--- src/common/mem_cfg_pkg.sv ---
// ----------------------------------------------------------
// Memory configuration for the single-port RAM subsystem
// Widths, depth, latencies and the word reset value
// ----------------------------------------------------------
package mem_cfg_pkg;

    // Address and data widths
    localparam int ADDR_WID = 6;
    localparam int DEPTH    = 2 ** ADDR_WID;
    localparam int DATA_WID = 16;

    // Word address
    typedef logic [ADDR_WID-1:0] addr_t;

    // Memory word
    typedef logic [DATA_WID-1:0] data_t;

    // Value written into every word by the clearing sequence
    localparam data_t RESET_VAL = 16'h5a5a;

    // ------------------------------------------------------
    // Latencies, counted from the request cycle
    // ------------------------------------------------------
    // Accepted write to wr_ack
    localparam int WR_LATENCY = 1;

    // Accepted read to rd_ack with rd_data
    localparam int RD_LATENCY = 2;

endpackage : mem_cfg_pkg

--- src/common/mem_bus_pkg.sv ---
// ----------------------------------------------------------
// Request and response bundles of the RAM subsystem
// ----------------------------------------------------------
package mem_bus_pkg;
    import mem_cfg_pkg::*;

    // Caller request, 24 bits
    typedef struct packed {
        logic  req;
        logic  wr;
        addr_t addr;
        data_t wr_data;
    } mem_req_t;

    // Response back to the caller, 19 bits
    typedef struct packed {
        logic  rdy;
        logic  wr_ack;
        logic  rd_ack;
        data_t rd_data;
    } mem_resp_t;

    // Clearing FSM states
    typedef enum logic [1:0] {
        CLR_IDLE = 2'd0,
        CLR_RUN  = 2'd1,
        CLR_DONE = 2'd2
    } clr_state_t;

endpackage : mem_bus_pkg

--- src/mem_ram_sp/mem_ram_core.sv ---
// ----------------------------------------------------------
// Single-port RAM core with registered write acknowledge
// and a pipelined read path
// ----------------------------------------------------------
module mem_ram_core
    import mem_cfg_pkg::*, mem_bus_pkg::*;
(
    input  logic      mem_if,
    input  logic      rst_n,
    input  mem_req_t  core_req,
    output mem_resp_t core_resp
);

    // ------------------------------------------------------
    // Signals
    // ------------------------------------------------------
    logic wr_req;
    logic rd_req;

    // Storage
    data_t mem_array [DEPTH];

    // Write acknowledge
    logic wr_ack_q;

    // Read pipeline, stage 0 samples the array
    logic  rd_ack_q  [RD_LATENCY];
    data_t rd_data_q [RD_LATENCY];

    // ------------------------------------------------------
    // Request decode
    // ------------------------------------------------------
    assign wr_req = core_req.req && core_req.wr;
    assign rd_req = core_req.req && !core_req.wr;

    // ------------------------------------------------------
    // Write path
    // ------------------------------------------------------
    always_ff @(posedge mem_if) begin
        if (wr_req) begin
            mem_array[core_req.addr] <= core_req.wr_data;
        end
    end

    // Ack lands in the cycle after the write
    always_ff @(posedge mem_if) begin
        if (!rst_n) begin
            wr_ack_q <= 1'b0;
        end else begin
            wr_ack_q <= wr_req;
        end
    end

    // ------------------------------------------------------
    // Read path
    // ------------------------------------------------------
    always_ff @(posedge mem_if) begin
        if (!rst_n) begin
            for (int i = 0; i < RD_LATENCY; i++) begin
                rd_ack_q[i] <= 1'b0;
            end
        end else begin
            rd_ack_q[0] <= rd_req;
            for (int i = 1; i < RD_LATENCY; i++) begin
                rd_ack_q[i] <= rd_ack_q[i-1];
            end
        end
    end

    // Data follows the ack stage by stage so reads overlap
    always_ff @(posedge mem_if) begin
        if (rd_req) begin
            rd_data_q[0] <= mem_array[core_req.addr];
        end
        for (int i = 1; i < RD_LATENCY; i++) begin
            rd_data_q[i] <= rd_data_q[i-1];
        end
    end

    // ------------------------------------------------------
    // Response
    // ------------------------------------------------------
    // Core itself never stalls
    assign core_resp = '{
        rdy:     1'b1,
        wr_ack:  wr_ack_q,
        rd_ack:  rd_ack_q[RD_LATENCY-1],
        rd_data: rd_data_q[RD_LATENCY-1]
    };

    // ------------------------------------------------------
    // Assertions
    // ------------------------------------------------------
    a_rd_ack_origin : assert property (
        @(posedge mem_if) disable iff (!rst_n)
        core_resp.rd_ack |-> $past(rd_req, RD_LATENCY)
    ) else $error("rd_ack without a read request RD_LATENCY cycles earlier");

endmodule : mem_ram_core

--- src/mem_ram_sp/mem_ram_sp.sv ---
// ----------------------------------------------------------
// Single-port RAM subsystem with built-in clearing on reset
// ----------------------------------------------------------
module mem_ram_sp
    import mem_bus_pkg::*;
(
    input  logic      mem_if,
    input  logic      rst_n,
    input  mem_req_t  req_in,
    output mem_resp_t resp_out
);

    mem_req_t  core_req;
    mem_resp_t core_resp;
    logic      fsm_rdy;
    logic      fsm_wr_ack;

    // Clearing FSM in front of the core
    mem_reset_fsm i_mem_reset_fsm (
        .mem_if      ( mem_if ),
        .rst_n       ( rst_n ),
        .req_in      ( req_in ),
        .core_wr_ack ( core_resp.wr_ack ),
        .core_req    ( core_req ),
        .rdy         ( fsm_rdy ),
        .wr_ack      ( fsm_wr_ack )
    );

    // Storage and read pipeline
    mem_ram_core i_mem_ram_core (
        .mem_if    ( mem_if ),
        .rst_n     ( rst_n ),
        .core_req  ( core_req ),
        .core_resp ( core_resp )
    );

    // Read side goes straight through, write side via the FSM
    assign resp_out = '{
        rdy:     fsm_rdy & core_resp.rdy,
        wr_ack:  fsm_wr_ack,
        rd_ack:  core_resp.rd_ack,
        rd_data: core_resp.rd_data
    };

endmodule : mem_ram_sp

--- src/source/mem_reset_fsm.sv ---
// ----------------------------------------------------------
// Clearing FSM that writes RESET_VAL into every word after
// reset and then hands the RAM port over to the caller
// ----------------------------------------------------------
module mem_reset_fsm
    import mem_cfg_pkg::*, mem_bus_pkg::*;
(
    input  logic     mem_if,
    input  logic     rst_n,
    input  mem_req_t req_in,
    input  logic     core_wr_ack,
    output mem_req_t core_req,
    output logic     rdy,
    output logic     wr_ack
);

    // ------------------------------------------------------
    // Signals
    // ------------------------------------------------------
    clr_state_t state;
    clr_state_t state_nxt;

    // Clearing address and a flag for the last write issued
    addr_t clr_addr;
    logic  last_sent;

    // ------------------------------------------------------
    // State machine
    // ------------------------------------------------------
    always_ff @(posedge mem_if) begin
        if (!rst_n) begin
            state <= CLR_IDLE;
        end else begin
            state <= state_nxt;
        end
    end

    always_comb begin
        state_nxt = state;
        case (state)
            CLR_IDLE: state_nxt = CLR_RUN;
            // Leave only once the final clearing write is acknowledged
            CLR_RUN: begin
                if (last_sent && core_wr_ack) begin
                    state_nxt = CLR_DONE;
                end
            end
            CLR_DONE: state_nxt = CLR_DONE;
            default:  state_nxt = CLR_IDLE;
        endcase
    end

    // Address counter, holds at the top address after the last write
    always_ff @(posedge mem_if) begin
        if (!rst_n) begin
            clr_addr  <= '0;
            last_sent <= 1'b0;
        end else if (state == CLR_RUN && !last_sent) begin
            if (clr_addr == addr_t'(DEPTH - 1)) begin
                last_sent <= 1'b1;
            end else begin
                clr_addr <= clr_addr + 1'b1;
            end
        end
    end

    // ------------------------------------------------------
    // Request mux
    // ------------------------------------------------------
    always_comb begin
        core_req = '0;
        case (state)
            CLR_RUN: begin
                core_req.req     = !last_sent;
                core_req.wr      = 1'b1;
                core_req.addr    = clr_addr;
                core_req.wr_data = RESET_VAL;
            end
            // Caller owns the port with no added latency
            CLR_DONE: core_req = req_in;
            default:  core_req = '0;
        endcase
    end

    assign rdy = (state == CLR_DONE);

    // Clearing writes never reach the caller as acknowledges
    assign wr_ack = core_wr_ack && (state == CLR_DONE);

    // ------------------------------------------------------
    // Assertions
    // ------------------------------------------------------
    a_no_req_while_busy : assert property (
        @(posedge mem_if) disable iff (!rst_n)
        !rdy |-> !req_in.req
    ) else $error("caller request while rdy is low");

    // Full sweep of the array before handing over
    a_clear_complete : assert property (
        @(posedge mem_if) disable iff (!rst_n)
        $rose(state == CLR_DONE) |->
            $past(state == CLR_RUN, DEPTH) && ($past(clr_addr) == addr_t'(DEPTH - 1))
    ) else $error("clearing sequence left CLR_RUN early");

endmodule : mem_reset_fsm

--- config.mk ---
export PLATFORM = sky130hd
export DESIGN_NAME = mem_ram_sp
export DESIGN_NICKNAME = d
export VERILOG_FILES = /design/src/common/mem_cfg_pkg.sv /design/src/common/mem_bus_pkg.sv /design/src/mem_ram_sp/mem_ram_core.sv /design/src/mem_ram_sp/mem_ram_sp.sv /design/src/source/mem_reset_fsm.sv
export SDC_FILE = /design/constraint.sdc
export NUM_CORES = 1
export LEC_CHECK = 0
export BUFFER_PORTS_ARGS = -buffer_cell sky130_fd_sc_hd__buf_2
export CORE_MARGIN = 1.5
export CORE_UTILIZATION = 40
export CTS_BUF_LIST = sky130_fd_sc_hd__clkbuf_8
export CTS_CLUSTER_DIAMETER = 30
export DETAILED_ROUTE_END_ITERATION = 8
export PLACE_DENSITY_LB_ADDON = 0.25
export SLEW_MARGIN = 25
export SYNTH_ARGS = -nofsm -noshare
export SYNTH_HDL_FRONTEND = slang
export SYNTH_SLANG_ARGS = --single-unit
export TNS_END_PERCENT = 30
--- constraint.sdc ---
create_clock -name mem_if -period 4.5 [get_ports mem_if]
set_clock_uncertainty 0.2 [all_clocks]
set_input_delay 0.9 -clock mem_if [delete_from_list [all_inputs] [get_ports mem_if]]
set_output_delay 0.9 -clock mem_if [all_outputs]
set_load 0.05 [all_outputs]
==> impl_results.md, run 1 <==
* HPWL Detailed at 81300 um
* Asr flop ratio synth at 0%
* Largest family of logic cells by synthesized area: compound AO/OA/AOI/OAI gates
* Critical Path Sink: i_mem_ram_core.rd_data_q[0][5]$_DFFE_PP_
* Nets at 2850
* Rows at 115
* Synth unique cells at 63
* Initial cell density of the core at 40.6%
* Setup_tns at 0 ns
* CTS buffer count at 205
* Global-route wire length before repair at 190000 um
* Max IR drop VDD at 0.364 mV
* Syn Std Cell Area at 40100 um^2
* ANT nets after route at 0
* Clock sink count at 1068
* Post-synth EDFFs at 1040
* Vias/cell at 6.02
* Vias post-DR at 25744
* Worst Path Required at 4.80 ns
* Adder-cell area share of the yosys netlist at 0.125%
* DR DRC count at 0
* Compound-cell area share of the yosys netlist at 11.1%
* Worst-Margin Slew at 1.19 ns
* Cell with the most instances after synthesis: edfxtp_1
* Syn Area/Cell at 15.9 um^2
* Design Power at 28.1 mW
* Worst Reg-to-Reg Cells at 11
* Synthesized flop and latch total at 1068
* Final hold vios at 0
* Hold path startpoint: i_mem_ram_core.rd_data_q[0][5]$_DFFE_PP_
* Fillers at 8326
* Reg-to-reg endpoint: i_mem_ram_core.rd_data_q[0][5]$_DFFE_PP_
* Root Buffer: clkbuf_8
* Ys Warns at 0
* DR iter-0 viols at 3679
* Fin. max-slew vios at 0
* Die H at 320 um
* Mapped Cells at 2521
* Maximum clock rate at 0.225 GHz
* # port buffers at 44
* CP Max Fanout at 14
* Grt total ovfl at 0
* Crit start category: register
* Register-to-register setup slack at 0.06 ns
* CP Capture Type: register
* Number of global-route vias before repair at 24982
* Post-CTS Hold Buffers at 0
* Gr usage total at 26.4%
* Die area at 102000 um^2
* Initial antenna violation count at 7
* Worst path arrival time at 4.74 ns
* Inst Count DP at 3900
* Synth area leaders: edfxtp_1 78%, nand2_1 3.4%, a21oi_1 3.3%
* Drt pass-1 iters at 5
* Post-Syn Nets at 2551
* Clock transition at path regs at 0.06 ns
* Leak pwr at 16.0 nW
* Post-CTS Setup Inserts at 0
* Status: complete, no violations
* Final critical-path required period at 4.44 ns
* Die X at 320 um
* GPL Wtd Cong at 0.906
* Largest net degree at the start of global routing at 65
* Final period util at 98.7%
* # Max-Cap Violations at 0
* Routed length per placed instance at 31.8 um
* RSZ-0062 raised after global routing: false
* Share of layout cells above drive strength 1 at 21.3%
* Post-route insts no fill at 4274
* Synth Area in Simple Gates at 6.07%
* Post-synth top area share at 77.9%
* CTS Buffer Depth at 3
* Max_slew headroom at 19.9%
* H-tree depth at 4
* Sequential-to-total area share from yosys stat at 79.3%
* Largest area contributor in the netlist: edfxtp_1
* Layout area overhead at 19.5%
* Drt total wl at 136000 um
* Predominant post-synthesis flop cell: edfxtp_1
* Hold WC Path Type: register to register
* Io pins at 45
* CTS tree: done
* Worst skew pair latency at 0.87 ns
* Synth cell count leaders: 1040 x edfxtp_1, 362 x nand2_1, 264 x a21oi_1
* Crit path kind: register to register
* Count of final setup violators at 0
* Hold_ws at 0.139 ns
* XOR/XNOR share of the synthesized area at 0.109%
* R2R Path Start: i_mem_reset_fsm.state[0]$_SDFFE_PN0P_
* Worst setup path start: i_mem_reset_fsm.state[0]$_SDFFE_PN0P_
* Core box area at 98900 um^2
* Mux cell area share after synthesis at 1.29%
* PD cells at 587 nW/um^2
worst min path at each step:
| stage | endpoint | cells after the start |
|---|---|---|
| after CTS | i_mem_ram_core.rd_data_q[0][21]$_DFF_P_ | 0 |
| after detailed placement | i_mem_ram_core.rd_data_q[0][21]$_DFF_P_ | 0 |
| after floorplan | i_mem_ram_core.rd_data_q[0][16]$_DFF_P_ | 0 |
| final | i_mem_ram_core.rd_data_q[0][21]$_DFF_P_ | 0 |
| after global routing | i_mem_ram_core.rd_data_q[0][21]$_DFF_P_ | 0 |
| after global placement | i_mem_ram_core.rd_data_q[0][17]$_DFF_P_ | 0 |
area by class of cell:
class	count	area, um^2	share of cell area (%)
flip-flops and latches	1068	31800	66.3
multi-input cells	1280	7710	16.1
clock buffers	212	2920	6.09
repair buffers	262	2210	4.60
clock inverters	161	1680	3.51
well taps	1287	1610	3.36
inverters	3	11.3	0.0235
diodes	1	2.50	0.00522
cell families after synthesis:
logic type                 after synthesis
DFF                                   1068
and+or+nand+nor                        569
muxes                                   49
adders and majority gates                4
xor gates and xnor gates                 5
AOI/OAI and AO/OA                      653
buffers and inverters                  173
registers in the layout, summed over array words and instances (netlist names):
signal                     flops
i_mem_ram_core.wr_ack_q        1
i_mem_ram_core.rd_data_q      32
i_mem_reset_fsm.clr_addr       6
i_mem_ram_core.mem_array    1024
i_mem_ram_core.rd_ack_q        2
i_mem_reset_fsm.last_sent      1
i_mem_reset_fsm.state          2
routing by layer:
layer | share of wire, % | track usage (%) | up-vias
met5 | 0.043 | 0 | -
met4 | 4.2 | 11.6 | 8
met3 | 12 | 6.89 | 291
met2 | 45 | 39.6 | 1711
met1 | 39 | 36.2 | 13098
li1 | - | - | 10636
cells in the final DEF (no fill, tap or decap), types with 7 or more instances in the layout:
cell type / n
bufinv_16: 33
nand4_1: 9
buf_4: 190
clkinv_4: 8
clkbuf_8: 212
buf_2: 44
a222oi_1: 17
a221oi_1: 119
inv_1: 34
nor2_4: 8
o2bb2ai_1: 14
mux2i_1: 40
a31oi_1: 59
nor4_1: 18
clkinv_2: 39
nor2_1: 74
clkinv_1: 23
edfxtp_1: 1040
nand3_1: 36
a22oi_1: 52
and2_1: 10
o22ai_1: 8
nand2_1: 362
mux2_2: 7
clkinvlp_4: 15
o21ai_0: 19
a21oi_1: 264
dfxtp_1: 28
buf_12: 28
a22o_1: 52
what timing repair did:
action                                  4_1_cts  5_1_grt
hold endpoints to repair                      0        0
endpoints found under the setup margin        1        0
gates resized for setup                       1        0
power breakdown:
group          switching [mW]  leakage, nW  internal [mW]
Sequential             0.0439         9.82           12.0
Combinational            4.15         3.73           1.32
Clock                    4.30         2.44           6.34
critical path: stages, from the launching register on:
cell and delay [ns]:
dfxtp_1 0.32, inv_1 0.08, ha_1 0.47, a22o_2 0.56
o31ai_4 0.22, buf_4 0.22, buf_4 0.19, a221oi_1 0.33
a31oi_1 0.21, buf_4 0.20, nor3_1 0.72, nand4_1 0.35
through the flow:
step	cell area (um^2)	util [%]	setup WS, ns
2_1_floorplan	40100	-	0.604
3_3_place_gp	43300	43.8	-0.101
3_5_place_dp	43300	43.8	-0.140
4_1_cts	47900	48.5	0.250
5_1_grt	47900	48.5	0.0498
6_report	47900	48.5	0.0597
(Power assumes the default switching activity.)
==> run 2, diff against run 1 <==
--- a/config.mk
+++ b/config.mk
@@ -6,6 +6,7 @@
 export NUM_CORES = 1
 export LEC_CHECK = 0
 export BUFFER_PORTS_ARGS = -buffer_cell sky130_fd_sc_hd__buf_2
+export CAP_MARGIN = 30
 export CORE_MARGIN = 1.5
 export CORE_UTILIZATION = 40
 export CTS_BUF_LIST = sky130_fd_sc_hd__clkbuf_8
==> constraint.sdc (replaced) <==
create_clock -name mem_if -period 4.5 [get_ports mem_if]
set_clock_uncertainty 0.2 [all_clocks]
set_input_delay 0.675 -clock mem_if [delete_from_list [all_inputs] [get_ports mem_if]]
set_output_delay 0.675 -clock mem_if [all_outputs]
set_load 0.05 [all_outputs]
==> run 2 against run 1 <==
Net effect:
- maximum frequency increased by 4.3%
- critical path depth fell by 1
- first-iteration DRC count down 5.6%
- combinational power is essentially flat
- non-clock buffer count decreased by 12
- die area did not move
- hold slack improved by 0.0099 ns
- design area about the same
- largest power group unchanged
==> impl_results.md, run 2 (synthesized netlist as in run 1, its figures left out) <==
* Io pins at 45 (unchanged)
* Status: complete, no violations
* Worst path top cell family by delay: compound AO/OA/AOI/OAI gates
* Sw Share at 30.6% (+0.37 points)
* # port buffers at 44 (unchanged)
* Design Power at 28.3 mW (+0.47%)
* Drt pass-1 iters at 6 (+1)
* Leak pwr at 16.0 nW (-0.15%)
* Gr usage total at 26.3% (-0.031 points)
* Top flop regs: i_mem_ram_core.mem_array: 1024 flops, i_mem_ram_core.rd_data_q: 32 flops, i_mem_reset_fsm.clr_addr: 6 flops
* CTS tree: done
* ANT nets after route at 0 (unchanged)
* Vias post-DR at 25827 (+0.32%)
* Sequential cell area at 31800 um^2 (unchanged)
* Drt total wl at 136000 um (-0.14%)
* CP peak stage delay at 0.84 ns (+0.12 ns)
* NetSw at 8.64 mW (+1.7%)
* Worst Reg-to-Reg Cells at 10 (-1)
* Global-route wire length before repair at 189000 um (about the same)
* CP Capture Type: register
* Vias/cell at 6.03 (about the same)
* Comb pwr share at 19.5% (about the same)
* Final critical-path required period at 4.26 ns (-0.184 ns)
* Clock sink count at 1068 (unchanged)
* Grt total ovfl at 0 (unchanged)
* Core box area at 98900 um^2 (unchanged)
* Largest net degree at the start of global routing at 65 (unchanged)
* Crit path kind: register to register
* Commonest non-fill, non-tap cells in the layout: 1040 x edfxtp_1, 362 x nand2_1, 264 x a21oi_1
* Die H at 320 um (unchanged)
* Flop pwr share at 42.5% (-0.2 points)
* Initial antenna violation count at 11 (+4)
* DR iter-0 viols at 3473 (-5.6%)
* Initial cell density of the core at 40.6% (unchanged)
* Max_slew headroom at 27.0% (+7.1 points)
* Rows at 115 (unchanged)
* DR DRC count at 0 (unchanged)
* Maximum clock rate at 0.235 GHz (+4.3%)
* CP Max Fanout at 18 (+4)
* Register-to-register setup slack at 0.24 ns (+0.18 ns)
* Routed length per placed instance at 31.6 um (-0.40%)
* CTS Buffer Depth at 3 (unchanged)
* R2R Path Start: i_mem_reset_fsm.state[0]$_SDFFE_PN0P_
* Worst-Margin Slew at 1.09 ns (-0.100 ns)
* Worst setup path start: i_mem_reset_fsm.state[0]$_SDFFE_PN0P_
* Final hold vios at 0 (unchanged)
* Reg-to-reg endpoint: i_mem_ram_core.rd_data_q[0][7]$_DFFE_PP_
* Worst Hold Depth at 0 (unchanged)
* HPWL Detailed at 84000 um (+3.3%)
* Final period util at 94.6% (-4.1 points)
* Multi-input combinational cell area at 7700 um^2 (about the same)
* Layout area overhead at 19.4% (about the same)
* Max IR drop VDD at 0.433 mV (+19%)
* Worst path arrival time at 4.65 ns (-0.09 ns)
* Most common cell after layout, fill and taps aside: edfxtp_1
* Int Pwr at 19.6 mW (about the same)
* Count of final setup violators at 0 (unchanged)
* Setup_tns at 0 ns (unchanged)
* RSZ-0062 raised after global routing: false
* Crit start category: register
* CP Cell Sequence: inv_1 -> ha_1 -> a22o_4 -> buf_4 -> mux2i_1 -> o2bb2ai_1 -> a221oi_1 -> a31oi_1 -> nor4_1 -> nand2_1
* Clock transition at path regs at 0.06 ns (about the same)
* PD cells at 590 nW/um^2 (+0.54%)
* # Max-Cap Violations at 0 (unchanged)
* Share of layout cells above drive strength 1 at 20.9% (-0.44 points)
* Crit path buf inv count at 2 (-2)
* Die area at 102000 um^2 (unchanged)
* Biggest register: i_mem_ram_core.mem_array
* Die X at 320 um (unchanged)
* Worst skew pair latency at 0.90 ns (+0.03 ns)
* Post-CTS Setup Inserts at 0 (unchanged)
* H-tree depth at 4 (unchanged)
* Hold WC Path Type: register to register
* CTS buffer count at 209 (+2.0%)
* Slowest CP cell: nor4_1
* Number of global-route vias before repair at 24816 (-0.66%)
* Hold Path Sink: i_mem_ram_core.rd_data_q[0][17]$_DFF_P_
* Largest register FFs at 1024 (unchanged)
* Fillers at 8291 (-0.42%)
* Hold path startpoint: i_mem_ram_core.rd_data_q[0][1]$_DFFE_PP_
* Clock power frac at 38.0% (+0.2 points)
* Worst Path Required at 4.90 ns (+0.10 ns)
* Root Buffer: clkbuf_8
* Fin. max-slew vios at 0 (unchanged)
* GPL Wtd Cong at 0.943 (+4.1%)
* Nets at 2842 (-0.28%)
==> run 2: cell types whose count changed in the layout (fill, tap and decap cells not counted), moves of 2 or more <==
cell / delta
buf_12: -5
buf_4: -11
clkinv_1: +10
clkinv_4: +4
diode_2: +5
dlygate4sd3_1: +2
inv_1: +5
inv_12: +3
inv_6: -2
inv_8: -2
==> run 2: metal layers <==
layer  global-route usage [%]  wire (um)  up-vias
li1                         -          -    10646
met1                     35.4      53600    13251
met2                     39.1      60600     1651
met3                     7.43      14900      271
met4                     13.5       6450        8
met5                        0         48        -
==> run 2: worst max path at each step <==
stage,end,cells past startpoint
after global placement,i_mem_ram_core.rd_data_q[0][3]$_DFFE_PP_,10
final,i_mem_ram_core.rd_data_q[0][7]$_DFFE_PP_,10
after CTS,i_mem_ram_core.rd_data_q[0][7]$_DFFE_PP_,10
after detailed placement,i_mem_ram_core.rd_data_q[0][7]$_DFFE_PP_,10
after floorplan,i_mem_ram_core.mem_array[0][0]$_DFFE_PP_,11
after global routing,i_mem_ram_core.rd_data_q[0][7]$_DFFE_PP_,10
==> run 2: timing repair <==
action / in CTS / in global routing
hold buffers: 2 / 0
gates resized for setup: 0 / 0
endpoints found under the hold margin: 15 / 0
==> run 2: power groups by stage <==
stage	Sequential [mW]	Combinational (mW)	Clock [mW]
after CTS	12.0	5.37	10.8
final	12.0	5.50	10.8
after detailed placement	12.2	5.35	0
after global placement	12.2	5.26	0
after floorplan	12.2	2.55	0
after global routing	12.0	5.67	11.3
==> run 2: per-stage QoR <==
stage,utilization (%),hold WS [ns],area (um^2),setup slack (ns),std cells
floorplan,-,0.123,40100,0.793,2521
global placement,43.6,0.132,43100,0.253,3883
detailed placement,43.6,0.137,43100,0.259,3885
CTS,48.4,0.150,47900,0.285,4278
global route,48.4,0.169,47900,0.183,4280
finish,48.5,0.149,47900,0.244,4285
==> run 2: layout make-up <==
cell class                      instances  share of cell area, %
Multi-Input combinational cell       1280                   16.1
Antenna cell                            6                 0.0313
Inverter                                3                 0.0235
Clock buffer                          212                   6.09
Tap cell                             1287                   3.36
Timing Repair Buffer                  250                   4.34
Sequential cell                      1068                   66.4
Clock inverter                        179                   3.70
